**src/verilog/bp_pkg.sv**
```systemverilog
`default_nettype none

package bp_pkg;

  localparam int NUM_SLOTS = 2;  // fetch width

  // table index is pc[IDX_BITS+1:2]
  localparam int IDX_BITS    = 6;
  localparam int NUM_ENTRIES = 1 << IDX_BITS;

  localparam int PC_W = 64;

  // fall-through step, already at pc width
  localparam logic [PC_W-1:0] INST_BYTES = PC_W'(4);

  // 2-bit saturating counter, upper half predicts taken
  typedef enum logic [1:0] {
    strong_nt = 2'b00,
    weak_nt   = 2'b01,
    weak_t    = 2'b10,
    strong_t  = 2'b11
  } ctr_e;

  localparam ctr_e CTR_RESET = weak_nt;
  localparam logic [PC_W-1:0] TGT_RESET = '0;

endpackage

`default_nettype wire

```
**src/verilog/bp_ifaces.sv**
```systemverilog
`timescale 1ns/100ps
`default_nettype none


// one resolved branch, presented for a single cycle
interface upd_if;

  logic                    upd_valid;  // one-cycle strobe
  logic [bp_pkg::PC_W-1:0] upd_pc;
  logic                    upd_cond;
  logic                    upd_taken;
  logic [bp_pkg::PC_W-1:0] upd_target;
  logic                    upd_mispredict;

  modport source (
    output upd_valid, upd_pc, upd_cond, upd_taken, upd_target, upd_mispredict
  );

  modport sink (
    input upd_valid, upd_pc, upd_cond, upd_taken, upd_target, upd_mispredict
  );

endinterface

`default_nettype wire

```
**src/verilog/resolve_handshake.sv**
```systemverilog
`timescale 1ns/100ps
`default_nettype none

module resolve_handshake (
  input  wire logic                    clock,
  input  wire logic                    reset,
  input  wire logic                    res_req,
  output logic                         res_ack,
  input  wire logic [bp_pkg::PC_W-1:0] res_pc,
  input  wire logic                    res_cond,
  input  wire logic                    res_taken,
  input  wire logic [bp_pkg::PC_W-1:0] res_target,
  input  wire logic                    res_mispredict,
  upd_if.source                        upd
);

  typedef enum logic {
    idle,
    acked
  } hs_state_e;

  hs_state_e state;
  logic      start;

  // new request, ack still low from the previous one
  assign start = (state == idle) && res_req && !res_ack;

  always_ff @(posedge clock) begin
    if (reset) begin
      state         <= idle;
      res_ack       <= 1'b0;
      upd.upd_valid <= 1'b0;
    end else begin
      upd.upd_valid <= start;  // exactly one strobe per request
      case (state)
        idle: begin
          res_ack <= 1'b0;
          if (start) begin
            state <= acked;
          end
        end
        acked: begin
          res_ack <= res_req;  // rises next edge, falls once req drops
          if (!res_req) begin
            state <= idle;
          end
        end
        default: begin
          state <= idle;
        end
      endcase
    end
  end

  // payload held in the update register until the next request
  always_ff @(posedge clock) begin
    if (start) begin
      upd.upd_pc         <= res_pc;
      upd.upd_cond       <= res_cond;
      upd.upd_taken      <= res_taken;
      upd.upd_target     <= res_target;
      upd.upd_mispredict <= res_mispredict;
    end
  end

endmodule

`default_nettype wire
```
**src/flat_wrapper.sv**
```systemverilog
// flat-port wrapper written by rule: the top's interface ports become plain ports
module resolve_handshake_flat 
  (clock, reset, res_req, res_ack, res_pc, res_cond, res_taken, res_target, res_mispredict, upd_upd_valid, upd_upd_pc, upd_upd_cond, upd_upd_taken, upd_upd_target, upd_upd_mispredict);
  upd_if upd_i ();
  input  wire logic clock;
  input  wire logic reset;
  input  wire logic res_req;
  output logic res_ack;
  input  wire logic [bp_pkg::PC_W-1:0] res_pc;
  input  wire logic res_cond;
  input  wire logic res_taken;
  input  wire logic [bp_pkg::PC_W-1:0] res_target;
  input  wire logic res_mispredict;
  output wire logic [$bits(upd_i.upd_valid)-1:0] upd_upd_valid;
  output wire logic [$bits(upd_i.upd_pc)-1:0] upd_upd_pc;
  output wire logic [$bits(upd_i.upd_cond)-1:0] upd_upd_cond;
  output wire logic [$bits(upd_i.upd_taken)-1:0] upd_upd_taken;
  output wire logic [$bits(upd_i.upd_target)-1:0] upd_upd_target;
  output wire logic [$bits(upd_i.upd_mispredict)-1:0] upd_upd_mispredict;
  assign upd_upd_valid = upd_i.upd_valid;
  assign upd_upd_pc = upd_i.upd_pc;
  assign upd_upd_cond = upd_i.upd_cond;
  assign upd_upd_taken = upd_i.upd_taken;
  assign upd_upd_target = upd_i.upd_target;
  assign upd_upd_mispredict = upd_i.upd_mispredict;
  resolve_handshake u_core (.clock(clock), .reset(reset), .res_req(res_req), .res_ack(res_ack), .res_pc(res_pc), .res_cond(res_cond), .res_taken(res_taken), .res_target(res_target), .res_mispredict(res_mispredict), .upd(upd_i));
endmodule
```
**config.mk**
```make
export PLATFORM = sky130hd
export DESIGN_NAME = resolve_handshake_flat
export DESIGN_NICKNAME = d
export VERILOG_FILES = /design/src/verilog/bp_pkg.sv /design/src/verilog/bp_ifaces.sv /design/src/verilog/resolve_handshake.sv /design/src/flat_wrapper.sv
export SDC_FILE = /design/constraint.sdc
export NUM_CORES = 1
export LEC_CHECK = 0
export BUFFER_PORTS_ARGS = -buffer_cell sky130_fd_sc_hd__buf_4
export CELL_PAD_IN_SITES_DETAIL_PLACEMENT = 1
export CELL_PAD_IN_SITES_GLOBAL_PLACEMENT = 1
export CORE_UTILIZATION = 33
export CTS_CLUSTER_DIAMETER = 60
export CTS_CLUSTER_SIZE = 20
export DETAILED_ROUTE_END_ITERATION = 12
export PLACE_DENSITY = 0.77
export SYNTH_ARGS = -nofsm -noshare
export SYNTH_HDL_FRONTEND = slang
export SYNTH_SLANG_ARGS = --single-unit
```
**constraint.sdc**
```tcl
create_clock -name clock -period 8.4 [get_ports clock]
set_clock_uncertainty 0.2 [all_clocks]
set_input_delay 0.84 -clock clock [delete_from_list [all_inputs] [get_ports clock]]
set_output_delay 0.84 -clock clock [all_outputs]
set_load 0.1 [all_outputs]
```
# Word level (Yosys, flattened, before mapping)
# Index checks and enable logic that the tools add are counted.
dict set report op_classes {
  mux 4
  bitwise 1
  n_reduce_logical 3
}
# op count
set op_table {}
lappend op_table {{one-hot mux 1 bit (2 select lines)} 2}
lappend op_table {{logical AND 1 bit} 2}
lappend op_table {{two-way mux 1 bit} 2}
lappend op_table {{zero test 1 bit} 1}
lappend op_table {{inverter 1 bit} 1}
dict set report word_totals {
  reg_bits 134
  inputBits 134
  output_inout_bits 133
  wordCells 16
}

# Logic depth before layout (Yosys ltp)
dict set report depth {
  ltp_word 5
  depth_mapped 2
  ltp_nobuf 2
}

# Worst setup path before layout
# No wires, ideal clock.
dict set report synth_path {
  kind {register to register}
  startpoint {reg u_core.res_ack}
  endpoint {reg u_core.upd.upd_cond (enable)}
  setup_ns 0.598
  arrival_time_ns 5.848
  required_ns 7.602
  setup_slack_ns 1.754
  path_stages_with_launch 2
  path_buffers 0
  synth_period_minus_slack_ns 6.646
  cell_sequence {dfxtp_1 nor3b_2}
}
dict set report synth_between {
  elab_chain_cells 2
}
# element line
set synth_rtl {}
lappend synth_rtl {{from (decl)} resolve_handshake.sv:8} ;# output logic res_ack,
lappend synth_rtl {{from (signal assigned)} resolve_handshake.sv:43} ;# res_ack <= res_req;
lappend synth_rtl {{zero test 1 bit} resolve_handshake.sv:26} ;# assign start = (state == idle) && res_req && !res_ack;
lappend synth_rtl {{logical AND 1 bit} resolve_handshake.sv:26}
lappend synth_rtl {{named net u_core.start} resolve_handshake.sv:23} ;# logic start;
lappend synth_rtl {{to (signal assigned)} resolve_handshake.sv:59} ;# upd.upd_cond <= res_cond;
lappend synth_rtl {{to (decl)} bp_ifaces.sv:16} ;# output upd_valid, upd_pc, upd_cond, upd_taken, upd_target, upd_mispredict
# The timed path passes the listed nets, and every way through them passes these cells.
# A chain may end at the register's enable or synchronous reset.

# Final worst setup path
dict set report layout_path {
  startpoint {in res_req}
  endpoint {reg u_core.upd.upd_pc[45] (enable)}
}
dict set report layout_between {
  elab_chain_cells 2
}
# element line
set layout_rtl {}
lappend layout_rtl {{from (decl)} flat_wrapper.sv:7} ;# input wire logic res_req;
lappend layout_rtl {{logical AND 1 bit (2 in series)} resolve_handshake.sv:26}
lappend layout_rtl {{named net u_core.start} resolve_handshake.sv:23}
lappend layout_rtl {{to (signal assigned)} resolve_handshake.sv:58} ;# upd.upd_pc <= res_pc;
lappend layout_rtl {{to (decl)} bp_ifaces.sv:16}
# The timed path passes the listed nets, and every way through them passes these cells.

==> results.txt <==
- The tightest min-delay check is of the reg2reg type.
* Antenna violations before repair: 0
- Type of the worst setup path: in2reg
- Vias/cell: around 4.3
- Syn Nets: 274
- Pre-antenna DRT Iters: 4
- Clock transition at the registers of the reported paths: roughly 0.06 ns
- Routed Wire Length: around 11000 µm
* Instance count after placement with tap cells included: approximately 560
* Biggest fanout along the worst timing path: 77
- Setup violators final: 0
- After routing the design area is 6884 µm².
- Final critical delay including setup and external delays: 2.817 ns
- TritonCTS Buffers: 17
- Largest net degree at the start of global routing: 78
- At the worst endpoint, the required time is 8.23 ns.
- Starting density of the core: 33.83%
- Averaged over all synthesized cells, the footprint is slightly below 30 µm².
* Synth warnings: 0
- Bufs on Longest Clock Path: 2
- Summing every instance area after synthesis gives between 4000 and 5000 µm².
* Launching instance or port of the critical path: res_req
* Top cells by instance count after synthesis: sky130_fd_sc_hd__edfxtp_1, sky130_fd_sc_hd__dfxtp_1
- First-pass GRT wire length: 15290 µm
- CORE AREA: 11960 µm²
- The clock reaches the later pin of the worst-skew pair after 0.41 ns.
- Arrival time worst endpoint: 2.65 ns
- Standard-cell row count: 40
* Vias in the first global route: roughly 2700
- Proportion of synthesized chip area in sequential cells: a little over nine tenths
- The worst setup path is captured at a flip-flop.
- Remaining DRCs: 0
- Buffers placed on the I/O ports in this run total 266.
- Post-Place Setup Slack: 5.186 ns
* Post-cts repair resize count: 0
- Buffer type at the clock tree root: sky130_fd_sc_hd__clkbuf_16
- Setup slack on the critical path of the routed design comes to 5.583 ns.
- Cell Pwr Density: 287.2 nW/µm²
* Run status: completed
* Leak pwr: approximately 2.9 nW
- Origin of the critical flop-to-flop path: u_core.state
* Unrepaired setup endpoints after global routing: false
- H-tree levels: 4
- Counting flops with a built-in enable in the synthesized netlist gives 131.
* Violation count after the first detailed-route iteration: about 120
* Hold Buf Count CTS: 0
- Number of fill cells in the layout: ~1100
- The total overflow left after global routing is 0.
* Count leader, synth: sky130_fd_sc_hd__edfxtp_1
- Measured against its own limit, the worst slew margin works out to between 30% and 40%.
* Hold violation total from the final report: 0
- Number of pins with negative max-slew slack in the final report: 0
- Among all flip-flop cells after synthesis, the most frequent one is sky130_fd_sc_hd__edfxtp_1.
* Detailed-route via count: 2551
- After synthesis the netlist holds a flip-flop and latch count of approximately 130.
- Number of nets with antenna violations after routing: 0
* TNS Setup: 0 ns
* Synth area leader: sky130_fd_sc_hd__edfxtp_1
- Startpoint of the most critical hold path: u_core.state
- After the last flow step, the layout net total stands at approximately 560.
- Power comes to a little under 2 mW.
- Gate count after technology mapping: 140
- Max-cap viol count: 0
* Die span in y: 112.7 µm
- The die covers 12710 µm².
* Total cell area at the placement stage: 6248 µm²
- In the final routed layout, each cell accounts on average for 18.39 µm.
- Layout Area Growth over Synthesis: 70.13%
- The worst setup path is launched from an input pin.
- Measured along the x axis, the die boundary spans 112.7 µm.
- Number of unique standard cell types used by synthesis: 8
* Share of the clock period used by the worst path after layout: 33.54%
- In the final layout, the share of cells above drive strength 1 is 68.64%.
- The wire-length estimate of the detail-placed layout is 7656 µm.
* Setup fix buffers added after clock tree synthesis: 0
- Maximum operating frequency: 355.0 MHz
- At the pin with the least slew margin, the transition time is 0.9790 ns.
- Across the VDD grid, the largest voltage drop is 0.0001394 V.
- Routability congestion estimate: 0.7094
- Yosys attributes the largest share of cell area to sky130_fd_sc_hd__edfxtp_1, sky130_fd_sc_hd__dfxtp_1, sky130_fd_sc_hd__nand2b_4.
- Global router's overall resource usage: 16.99%
- During I/O placement, the number of pins put on the boundary was 267.
* Num Clock Sinks: between 100 and 150
- TritonCTS built the clock tree.
* Count of placed standard cells in the final layout, fillers left out: 587
- Share of flip-flops with an asynchronous set or reset after synthesis: 0%
- The synthesized design devotes to its leading area cell type 97.22% of total area.
* Slack of the worst reg-to-reg path: approximately 5.7 ns
- Number of diodes: 0
==> cells by family (layout without fill, tap and decap cells) <==
logic type             count (synthesis)  count (layout)  share of synthesized area, %
buffers and inverters                  1             301                       0.09268
and+or+nand+nor                        4               4                        0.9893
AOI/OAI and AO/OA                      1               1                        0.2165
DFF                                  134             134                         98.70
==> sequential cells by signal (all words and copies together) (netlist names) <==
name,count
u_core.upd.upd_taken,1
u_core.upd.upd_pc,64
u_core.res_ack,1
u_core.upd.upd_target,64
u_core.upd.upd_valid,1
u_core.state,1
u_core.upd.upd_cond,1
u_core.upd.upd_mispredict,1
==> final timing paths <==
kind                                end  depth (start not counted)
setup / recovery  u_core.upd.upd_pc[45]                          4
hold / removal             u_core.state                          2
setup reg to reg  u_core.upd.upd_pc[45]                          3
hold reg to reg            u_core.state                          2
==> metal layers <==
metal / wire [µm] / share of wire [%] / track usage, %
met4: 269 / 2.5 / 10.04
met1: 3496 / 32 / 15.74
met3: 1190 / 11 / 7.820
met2: 5840 / 54 / 30.45
met5: 0 / 0 / 0
==> cell usage in the layout (no fill, tap or decap), types with 2 or more instances in the layout <==
master and count:
sky130_fd_sc_hd__clkbuf_16 17, sky130_fd_sc_hd__edfxtp_1 131, sky130_fd_sc_hd__dfxtp_1 3, sky130_fd_sc_hd__clkinvlp_4 4
sky130_fd_sc_hd__bufinv_16 5, sky130_fd_sc_hd__clkinv_1 3, sky130_fd_sc_hd__buf_4 268, sky130_fd_sc_hd__clkinv_2 2
==> layout make-up <==
type                            instances  area [µm²]  area share (%)
Timing Repair Buffer                  268        2012           29.23
Inverter                                1       3.754         0.05453
Clock inverter                         15       210.2           3.053
Tap cell                              147       183.9           2.672
Sequential cell                       134        3994           58.02
Multi-Input combinational cell          5       55.05          0.7997
Clock buffer                           17       425.4           6.180
==> report_power, final <==
| group | total (mW) | leakage, nW | switching (mW) | internal [mW] |
|---|---|---|---|---|
| Combinational | 0.391 | 1.31 | 0.307 | 0.0843 |
| Sequential | 0.794 | 1.28 | 0.0118 | 0.782 |
| Clock | 0.792 | 0.297 | 0.270 | 0.522 |
| Total | 1.98 | 2.89 | 0.589 | 1.39 |
==> per-stage QoR <==
| step | utilization [%] | hold slack [ns] |
|---|---|---|
| 5_1_grt | 57.55 | 0.3511 |
| 4_1_cts | 57.55 | 0.3343 |
| 3_3_place_gp | 52.24 | 0.2983 |
| 3_5_place_dp | 52.24 | 0.3159 |
| 2_1_floorplan | - | 0.2658 |
| 6_report | 57.55 | 0.3322 |
==> critical path, cell delays in order <==
cell and delay [ns]:
sky130_fd_sc_hd__buf_4 0.10, sky130_fd_sc_hd__nor3b_4 0.17, sky130_fd_sc_hd__buf_4 0.56, sky130_fd_sc_hd__buf_4 0.84
Note: power is estimated with default switching activity, not from simulation.
