--- src/verilog/bp_pkg.sv ---
`default_nettype none

package bp_pkg;

  localparam int NUM_SLOTS = 2;  // fetch width

  // table index is pc[IDX_BITS+1:2]
  localparam int IDX_BITS    = 6;
  localparam int NUM_ENTRIES = 1 << IDX_BITS;

  localparam int PC_W = 64;

  // fall-through step, already at pc width
  localparam logic [PC_W-1:0] INST_BYTES = PC_W'(4);

  // 2-bit saturating counter, upper half predicts taken
  typedef enum logic [1:0] {
    strong_nt = 2'b00,
    weak_nt   = 2'b01,
    weak_t    = 2'b10,
    strong_t  = 2'b11
  } ctr_e;

  localparam ctr_e CTR_RESET = weak_nt;
  localparam logic [PC_W-1:0] TGT_RESET = '0;

endpackage

`default_nettype wire

--- src/verilog/isa_pkg.sv ---
`default_nettype none

package isa_pkg;

  localparam int INST_W = 32;

  // major opcode field, top six bits of every instruction word
  localparam int OPCODE_MSB = 31;
  localparam int OPCODE_LSB = 26;

  // only the major opcodes the predictor cares about
  typedef enum logic [5:0] {
    other   = 6'h00,  // stands for any non-branch opcode
    jsr_grp = 6'h1a,  // jmp, jsr, ret, jsr_coroutine
    br      = 6'h30,
    bsr     = 6'h34,
    blbc    = 6'h38,
    beq     = 6'h39,
    blt     = 6'h3a,
    ble     = 6'h3b,
    blbs    = 6'h3c,
    bne     = 6'h3d,
    bge     = 6'h3e,
    bgt     = 6'h3f
  } opcode_e;

endpackage

`default_nettype wire

--- src/verilog/bp_ifaces.sv ---
`timescale 1ns/100ps
`default_nettype none

// decoded fetch bundle, one entry per slot
interface slot_if;

  logic [bp_pkg::NUM_SLOTS-1:0]                   valid;
  logic [bp_pkg::NUM_SLOTS-1:0][bp_pkg::PC_W-1:0] pc;
  logic [bp_pkg::NUM_SLOTS-1:0]                   is_cond;    // conditional branch
  logic [bp_pkg::NUM_SLOTS-1:0]                   is_uncond;  // br, bsr, jsr group

  modport decode (
    output valid, pc, is_cond, is_uncond
  );

  modport lookup (
    input valid, pc, is_cond, is_uncond
  );

endinterface


`default_nettype wire

--- src/verilog/branch_decode.sv ---
`timescale 1ns/100ps
`default_nettype none

module branch_decode (
  input  wire logic                                           clock,
  input  wire logic                                           reset,
  input  wire logic [bp_pkg::NUM_SLOTS-1:0]                   fetch_valid,
  input  wire logic [bp_pkg::NUM_SLOTS-1:0][bp_pkg::PC_W-1:0] fetch_pc,
  input  wire logic [bp_pkg::NUM_SLOTS-1:0][isa_pkg::INST_W-1:0] fetch_inst,
  slot_if.decode                                              slot
);

  isa_pkg::opcode_e             op [bp_pkg::NUM_SLOTS];
  logic [bp_pkg::NUM_SLOTS-1:0] cond_d;
  logic [bp_pkg::NUM_SLOTS-1:0] uncond_d;

  // classify each slot by its major opcode
  always_comb begin
    for (int i = 0; i < bp_pkg::NUM_SLOTS; i++) begin
      op[i] = isa_pkg::opcode_e'(fetch_inst[i][isa_pkg::OPCODE_MSB:isa_pkg::OPCODE_LSB]);
      cond_d[i]   = 1'b0;
      uncond_d[i] = 1'b0;
      if (fetch_valid[i]) begin
        case (op[i])
          isa_pkg::blbc, isa_pkg::beq, isa_pkg::blt, isa_pkg::ble,
          isa_pkg::blbs, isa_pkg::bne, isa_pkg::bge, isa_pkg::bgt: begin
            cond_d[i] = 1'b1;
          end
          isa_pkg::br, isa_pkg::bsr, isa_pkg::jsr_grp: begin
            uncond_d[i] = 1'b1;
          end
          default: begin
            // not a branch
          end
        endcase
      end
    end
  end

  // decode register, control part
  always_ff @(posedge clock) begin
    if (reset) begin
      slot.valid     <= '0;
      slot.is_cond   <= '0;
      slot.is_uncond <= '0;
    end else begin
      slot.valid     <= fetch_valid;
      slot.is_cond   <= cond_d;
      slot.is_uncond <= uncond_d;
    end
  end

  always_ff @(posedge clock) begin
    slot.pc <= fetch_pc;  // payload, follows valid
  end

endmodule

`default_nettype wire

--- src/flat_wrapper.sv ---
// flat-port wrapper written by rule: the top's interface ports become plain ports
module branch_decode_flat 
  (clock, reset, fetch_valid, fetch_pc, fetch_inst, slot_valid, slot_pc, slot_is_cond, slot_is_uncond);
  slot_if slot_i ();
  input  wire logic clock;
  input  wire logic reset;
  input  wire logic [bp_pkg::NUM_SLOTS-1:0] fetch_valid;
  input  wire logic [bp_pkg::NUM_SLOTS-1:0][bp_pkg::PC_W-1:0] fetch_pc;
  input  wire logic [bp_pkg::NUM_SLOTS-1:0][isa_pkg::INST_W-1:0] fetch_inst;
  output wire logic [$bits(slot_i.valid)-1:0] slot_valid;
  output wire logic [$bits(slot_i.pc)-1:0] slot_pc;
  output wire logic [$bits(slot_i.is_cond)-1:0] slot_is_cond;
  output wire logic [$bits(slot_i.is_uncond)-1:0] slot_is_uncond;
  assign slot_valid = slot_i.valid;
  assign slot_pc = slot_i.pc;
  assign slot_is_cond = slot_i.is_cond;
  assign slot_is_uncond = slot_i.is_uncond;
  branch_decode u_core (.clock(clock), .reset(reset), .fetch_valid(fetch_valid), .fetch_pc(fetch_pc), .fetch_inst(fetch_inst), .slot(slot_i));
endmodule
--- config.mk ---
export PLATFORM = sky130hd
export DESIGN_NAME = branch_decode_flat
export DESIGN_NICKNAME = d
export VERILOG_FILES = /design/src/verilog/bp_pkg.sv /design/src/verilog/isa_pkg.sv /design/src/verilog/bp_ifaces.sv /design/src/verilog/branch_decode.sv /design/src/flat_wrapper.sv
export SDC_FILE = /design/constraint.sdc
export NUM_CORES = 1
export LEC_CHECK = 0
export BUFFER_PORTS_ARGS = -buffer_cell sky130_fd_sc_hd__buf_2
export CAP_MARGIN = 15
export CELL_PAD_IN_SITES_DETAIL_PLACEMENT = 2
export CELL_PAD_IN_SITES_GLOBAL_PLACEMENT = 2
export CORE_ASPECT_RATIO = 1.5
export CORE_MARGIN = 10
export CORE_UTILIZATION = 15
export DETAILED_ROUTE_END_ITERATION = 7
export PLACE_DENSITY_LB_ADDON = 0.1
export REMOVE_ABC_BUFFERS = 1
export SLEW_MARGIN = 40
export SYNTH_ARGS = -nofsm -noshare
export SYNTH_HDL_FRONTEND = slang
export SYNTH_SLANG_ARGS = --single-unit
--- constraint.sdc ---
create_clock -name clock -period 0.8 [get_ports clock]
set_clock_uncertainty 0.05 [all_clocks]
set_input_delay 0.04 -clock clock [delete_from_list [all_inputs] [get_ports clock]]
set_output_delay 0.04 -clock clock [all_outputs]
set_load 0.01 [all_outputs]
-- Yosys cells after proc, flatten, opt, wreduce, memory -nomap -nowiden
Index checks and enable logic that the tools add are counted.
- flip-flop bits (word level): 134
- bits of input ports: 196
- output and inout port bits: 134
- logic and storage cells: 41
- equal/unequal tests: 22
- multiplexer cells: 4
- bitwise operators: 2
- reduce and logical (&&, ||, !) cells: 6
- operator list (operator ; number):
    equality test 6 bit, second input constant ; 20
    OR reduction 8 bit ; 2
    equality test 6 x 5 -> 1 bit, second input constant ; 2
    OR reduction 3 bit ; 2
    two-way mux 1 bit ; 4
    OR reduction 2 bit ; 2
    NOT 1 bit ; 2

-- Logic depth before layout (Yosys ltp)
Gate-level depths: netlist of run 1.
- depth in word-level cells: 3
- depth in mapped cells: 2
- gate-level depth less buffers: 2

-- Worst setup path before layout of run 1
Ideal clock, no wire load.
- kind: in2reg
- start point: input port fetch_inst[31] in the netlist's numbering
- end point: register u_core.slot.is_uncond[0]
- setup time: 0.118 ns
- arrival time: 0.473 ns
- data required time: 0.632 ns
- setup slack: 0.159 ns
- cell stages on the path: 2
- path buffers: 0
- path through: and4bb_2 > o2111a_1
- word-level cells in the longest chain between the ends: 3
- elaborated cells between the ends (all ways): 5
- classes of those cells: eq/ne: 3; mux: 1; reduce/logical: 1
- RTL lines (element ; RTL line ; RTL):
    start: declaration ; flat_wrapper.sv:9 ; input wire logic [bp_pkg::NUM_SLOTS-1:0][isa_pkg::INST_W-1:0] fetch_inst;
    equality test 6 bit / equality test 6 x 5 -> 1 bit (equally long branches) ; branch_decode.sv:24 ; case (op[i])
    OR reduction 3 bit * ; branch_decode.sv:24 ;
    two-way mux 1 bit * ; branch_decode.sv:24 ;
    end signal: assignment ; branch_decode.sv:49 ; slot.is_uncond <= uncond_d;
    end: declaration ; bp_ifaces.sv:13 ; output valid, pc, is_cond, is_uncond
Every way passes the cells marked *; elsewhere a longest branch is shown, timed or not.
A chain may end at the register's enable or synchronous reset.

-- Worst setup path after layout of run 1
- start point: register u_core.slot.pc[120]
- end point: output port slot_pc[120]
- RTL lines (element ; RTL line ; RTL):
    start: declaration ; bp_ifaces.sv:13 ;
    start signal: assignment ; branch_decode.sv:54 ; slot.pc <= fetch_pc;
    end: declaration ; flat_wrapper.sv:11 ; output wire logic [$bits(slot_i.pc)-1:0] slot_pc;
No word-level cell between the ends.

==> metrics, run 1 <==
Hold Path Depth 3; synth cell count leaders 134 x dfxtp_1, 2 x and4bb_2, 2 x inv_1, 2 x nor2b_1, 2 x nor3b_1; Post-synth EDFFs 0; share of the synthesized area in the top cell type 96.2%; Placed Instance Area 0.00449 mm2; Starting Density 15.2%; Setup violations, final 136; initial DRC count 43; Top Ports 330; die area 0.0246 mm2; CP Max Fanout 1; CP delay by family, top flip-flops; CTS Buffer Depth 2; power per cell area 2370 mW/mm2; chip height 187 um; WL/cell 18.0 um; top_reg_cell synth dfxtp_1; setup total negative slack -17500 ps; Nets 780; min Tclk post-route 954 ps; Die Wd 131 um; measured slew at the worst slew-check pin 184 ps; Max-Cap Viols 0; Via density 3.39; Syn-to-layout area delta 162%; GP Congestion 0.686; Mapped Area 0.00279 mm2; Slowest Stage Delay on Critical Path 320 ps; hold path start fetch_inst[31]; Achievable Freq 1050 MHz; Clk pin slew, worst setup/hold paths 60 ps; sequential area share after synthesis 96.2%; DRT met1 WL 4460 um; mux contribution to synthesized area 0%; worst path required time 710 ps; vias 2874; non-filler cells, final 848; initial antenna violation count 1; detailed-route wire length 15300 um; Slew Limit Fails 0; worst rel slew slack 87.7%; combinational family with the most area after synthesis simple AND/OR/NAND/NOR gates; CTS tree built; area leader, netlist dfxtp_1; final instance area 0.00732 mm2; CP startpoint kind register; synthesized flop and latch total 134; routed wl met3 807 um; clock sinks 134; DR DRC count 0; pre-CTS setup slack 25.9 ps; port buffer count 277; first drt pass iteration count 4; synth top area cells dfxtp_1 96%, and4bb_2 0.90%, nor3b_1 0.54%; final worst slack -154 ps; number of global-route vias before repair 3387; Buf/Inv on CP 1; XOR/XNOR share of the synthesized area 0%; first-pass GRT wire length 22400 um; ratio of cells with drive above 1 in the final layout 70.1%; Core Area 0.0184 mm2; GRT overflow 0; maximum vdd drop 0.000986 V; simple-gate portion of the synthesized area 2.78%; met2 wire len 9660 um; type of element capturing the critical path output pin; dpl cells 676; Mapped Cells 147; failing checks negative setup slack; Yosys cell types 10; Hold WC Path Type input pin to register; arrival time worst endpoint 860 ps; Fin. Hold Viols 0; Syn Area/Cell 19.0 um2; H-Tree Depth 4; Synth Area in Adders 0%; WS Path Type register to output pin; Post-DRT Antenna Nets 0; post-DP HPWL 10900 um; CP Cell Sequence buf_2; Top Metal Used met4; slowest CP cell dfxtp_1; Synth async-reset ratio 0%; count leader, synth dfxtp_1; outcome finished, violations left; Hold EP u_core.slot.is_uncond[0]; Final period util 119%; CTS root buf clkbuf_16; largest net degree at the start of global routing 17; Leakage 3.41 nW; cts bufs inserted 17; RSZ-0062 raised after global routing true; Synth Area in Compound Gates 0.763%; Total Routing Usage GR 12.4%; Site Rows 61; Ys Warns 0
## state kept, by name, indices dropped and copies added (netlist names)
signal	cells
u_core.slot.valid	2
u_core.slot.is_cond	2
u_core.slot.is_uncond	2
u_core.slot.pc	128
## cells by family (layout without fill, tap and decap cells)
family	after synthesis	count (layout)
AOI/OAI and AO/OA	2	2
buffers and inverters	2	450
DFF	134	134
other	0	1
and+or+nand+nor	9	9
## through the flow
step / hold WS [ps] / util (%) / total power [mW]
after global placement: 92.8 / 24.4 / 8.22
after detailed placement: 94.0 / 24.4 / 8.24
final: 20.4 / 39.8 / 17.3
after CTS: 18.2 / 38.0 / 17.4
after floorplan: 17.7 / - / 7.47
after global routing: 25.5 / 39.8 / 18.1
## report_power, final
group          internal (mW)  switching (mW)
combinational           1.24           0.626
clock                   5.27            2.95
sequential              7.08           0.143
total                   13.6            3.72
## layout make-up
class / instances / area, um2
Multi-Input combinational cell: 11 / 123
Clock inverter: 12 / 178
Sequential cell: 134 / 2810
Timing Repair Buffer: 418 / 3440
Antenna cell: 1 / 2.50
Fill cell: 1906 / 11100
Inverter: 2 / 7.51
Tap cell: 252 / 315
Clock buffer: 18 / 439
## cell usage in the layout, fill, tap and decap left out
| master | instances |
|---|---|
| clkbuf_8 | 1 |
| bufinv_16 | 4 |
| dfxtp_2 | 102 |
| and4bb_2 | 2 |
| clkbuf_16 | 17 |
| clkinv_4 | 2 |
| diode_2 | 1 |
| clkinv_2 | 3 |
| o2111a_1 | 1 |
| buf_6 | 102 |
| nor2b_4 | 1 |
| dfxtp_1 | 32 |
| buf_2 | 174 |
| and4_2 | 1 |
| dlymetal6s4s_1 | 1 |
| nor2b_1 | 1 |
| and3_4 | 1 |
| o211a_1 | 1 |
| inv_1 | 2 |
| clkinvlp_4 | 1 |
| inv_6 | 2 |
| dlygate4sd3_1 | 140 |
| and3b_2 | 1 |
| nor3b_2 | 2 |
| buf_4 | 1 |
## timing repair
action / 4_1_cts / 5_1_grt
hold buffers: 141 / 1
pin swaps: 0 / 2
gates resized for setup: 159 / 86
gates cloned: 0 / 0
hold endpoints to repair: 134 / 3
setup endpoints to repair: 134 / 138
buffers inserted: 0 / 1
## metal layers
layer | up-vias | global-route usage (%)
li1 | 1345 | -
met1 | 1378 | 9.99
met2 | 130 | 25.3
met3 | 21 | 4.11
met4 | 0 | 5.97
met5 | - | 0
## how the worst max path moves through the flow
stage,to,slack [ps],cells past startpoint,from
3_5_place_dp,u_core.slot.is_uncond[0],30,3,fetch_inst[29]
2_1_floorplan,u_core.slot.is_uncond[0],160,2,fetch_inst[31]
4_1_cts,slot_pc[28],-190,1,u_core.slot.pc[28]
6_report,slot_pc[120],-150,1,u_core.slot.pc[120]
3_3_place_gp,u_core.slot.is_uncond[0],30,3,fetch_inst[29]
5_1_grt,slot_pc[120],-220,1,u_core.slot.pc[120]
Note: power is estimated with default switching activity, not from simulation.
==> run 2, diff against run 1 <==
- CORE_ASPECT_RATIO: 1.5 -> unset
- CORE_UTILIZATION: 15 -> 17
- clock period: 0.8 -> 1 ns (I/O delays scaled with it)
==> run 2 against run 1 <==
- the flow now stops in 4_1_cts
- synthesized cell count stayed put
- synthesized area stayed put
==> metrics, run 2 <==
port buffer count 277 (unchanged); cts bufs inserted 17 (unchanged); Mapped Area 0.00279 mm2 (unchanged); Starting Density 17.4% (was 15.2%); synthesized flop and latch total 134 (unchanged); CTS Buffer Depth 2 (unchanged); postcts setup bufs 0 (unchanged); share of the synthesized area in the top cell type 96.2% (unchanged); sequential area share after synthesis 96.2% (unchanged); post-DP HPWL 10400 um (was 10900 um); top_reg_cell synth dfxtp_1 (unchanged); count leader, synth dfxtp_1 (unchanged); H-Tree Depth 4 (unchanged); Yosys cell types 10 (unchanged); clock sinks 134 (unchanged); CTS Hold Bufs 135 (was 141); Site Rows 46 (was 61); GP Congestion 0.683 (was 0.686); chip height 148 um (was 187 um); Post-synth EDFFs 0 (unchanged); CTS root buf clkbuf_16 (unchanged); synth cell count leaders 134 x dfxtp_1, 2 x and4bb_2, 2 x inv_1, 2 x nor2b_1, 2 x nor3b_1 (unchanged); Ys Warns 0 (unchanged); Syn Area/Cell 19.0 um2 (unchanged); Mapped Cells 147 (unchanged); synth top area cells dfxtp_1 96%, and4bb_2 0.90%, nor3b_1 0.54% (unchanged); Die Wd 148 um (was 131 um); tool error [ERROR RSZ-0060] Max buffer count reached.; area leader, netlist dfxtp_1 (unchanged); CTS resizes 2 (was 159); Top Ports 330 (unchanged); Exit stage 4_1_cts; Synth async-reset ratio 0% (unchanged); outcome aborted with a tool error (was finished, violations left)
## run 2: stage by stage
stage | instance area [um2] | setup slack [ps] | std cells
3_5_place_dp | 4450 | 203 | 640
3_3_place_gp | 4450 | 217 | 640
2_1_floorplan | 2790 | 349 | 147
## run 2: kinds of logic after synthesis
group,count (synthesis),share of synthesized area [%]
AND/OR/NAND/NOR,9,2.78
buffers and inverters,2,0.269
flip-flops,134,96.2
AO/OA/AOI/OAI,2,0.763
==> run 3, diff against run 2 <==
- CELL_PAD_IN_SITES_DETAIL_PLACEMENT: 2 -> unset
- CELL_PAD_IN_SITES_GLOBAL_PLACEMENT: 2 -> unset
- CORE_AREA: unset -> 10 10 120 122
- CORE_MARGIN: 10 -> unset
- CORE_UTILIZATION: 17 -> unset
- DIE_AREA: unset -> 0 0 130 132
- PLACE_DENSITY_LB_ADDON: 0.1 -> 0.15
==> run 3 against run 2 <==
- the flow again stops in 4_1_cts
- synthesized cell count unchanged
- synthesized area unchanged
==> metrics, run 3 <==
CTS Buffer Depth 2 (unchanged); Yosys cell types 10 (unchanged); synth cell count leaders 134 x dfxtp_1, 2 x and4bb_2, 2 x inv_1, 2 x nor2b_1, 2 x nor3b_1 (unchanged); top_reg_cell synth dfxtp_1 (unchanged); Starting Density 23.4% (was 17.4%); post-DP HPWL 8350 um (was 10400 um); Top Ports 330 (unchanged); sequential area share after synthesis 96.2% (unchanged); share of the synthesized area in the top cell type 96.2% (unchanged); GP Congestion 0.672 (was 0.683); chip height 132 um (was 148 um); outcome aborted with a tool error (unchanged); pre-CTS setup slack 217 ps (was 203 ps); count leader, synth dfxtp_1 (unchanged); Ys Warns 0 (unchanged); Mapped Area 0.00279 mm2 (unchanged); Mapped Cells 147 (unchanged); synth top area cells dfxtp_1 96%, and4bb_2 0.90%, nor3b_1 0.54% (unchanged); CTS Hold Bufs 121 (was 135); postcts setup bufs 0 (unchanged); CTS resizes 0 (was 2); clock sinks 134 (unchanged); Post-synth EDFFs 0 (unchanged); H-Tree Depth 4 (unchanged); Site Rows 40 (was 46); Synth async-reset ratio 0% (unchanged); dpl cells 571 (was 640); area leader, netlist dfxtp_1 (unchanged); CTS root buf clkbuf_16 (unchanged); tool error [ERROR RSZ-0060] Max buffer count reached. (unchanged); Die Wd 130 um (was 148 um); Syn Area/Cell 19.0 um2 (unchanged); synthesized flop and latch total 134 (unchanged); port buffer count 277 (unchanged); Exit stage 4_1_cts (unchanged); cts bufs inserted 17 (unchanged)
run 3: logic make-up after synthesis:
| group | after synthesis | synth area share (%) |
|---|---|---|
| buf+inv | 2 | 0.269 |
| flops | 134 | 96.2 |
| compound gates | 2 | 0.763 |
| simple gates | 9 | 2.78 |
run 3: stage by stage:
| stage | cell area [um2] | utilization (%) |
|---|---|---|
| global placement | 4360 | 36.6 |
| floorplan | 2790 | - |
| detailed placement | 4360 | 36.6 |
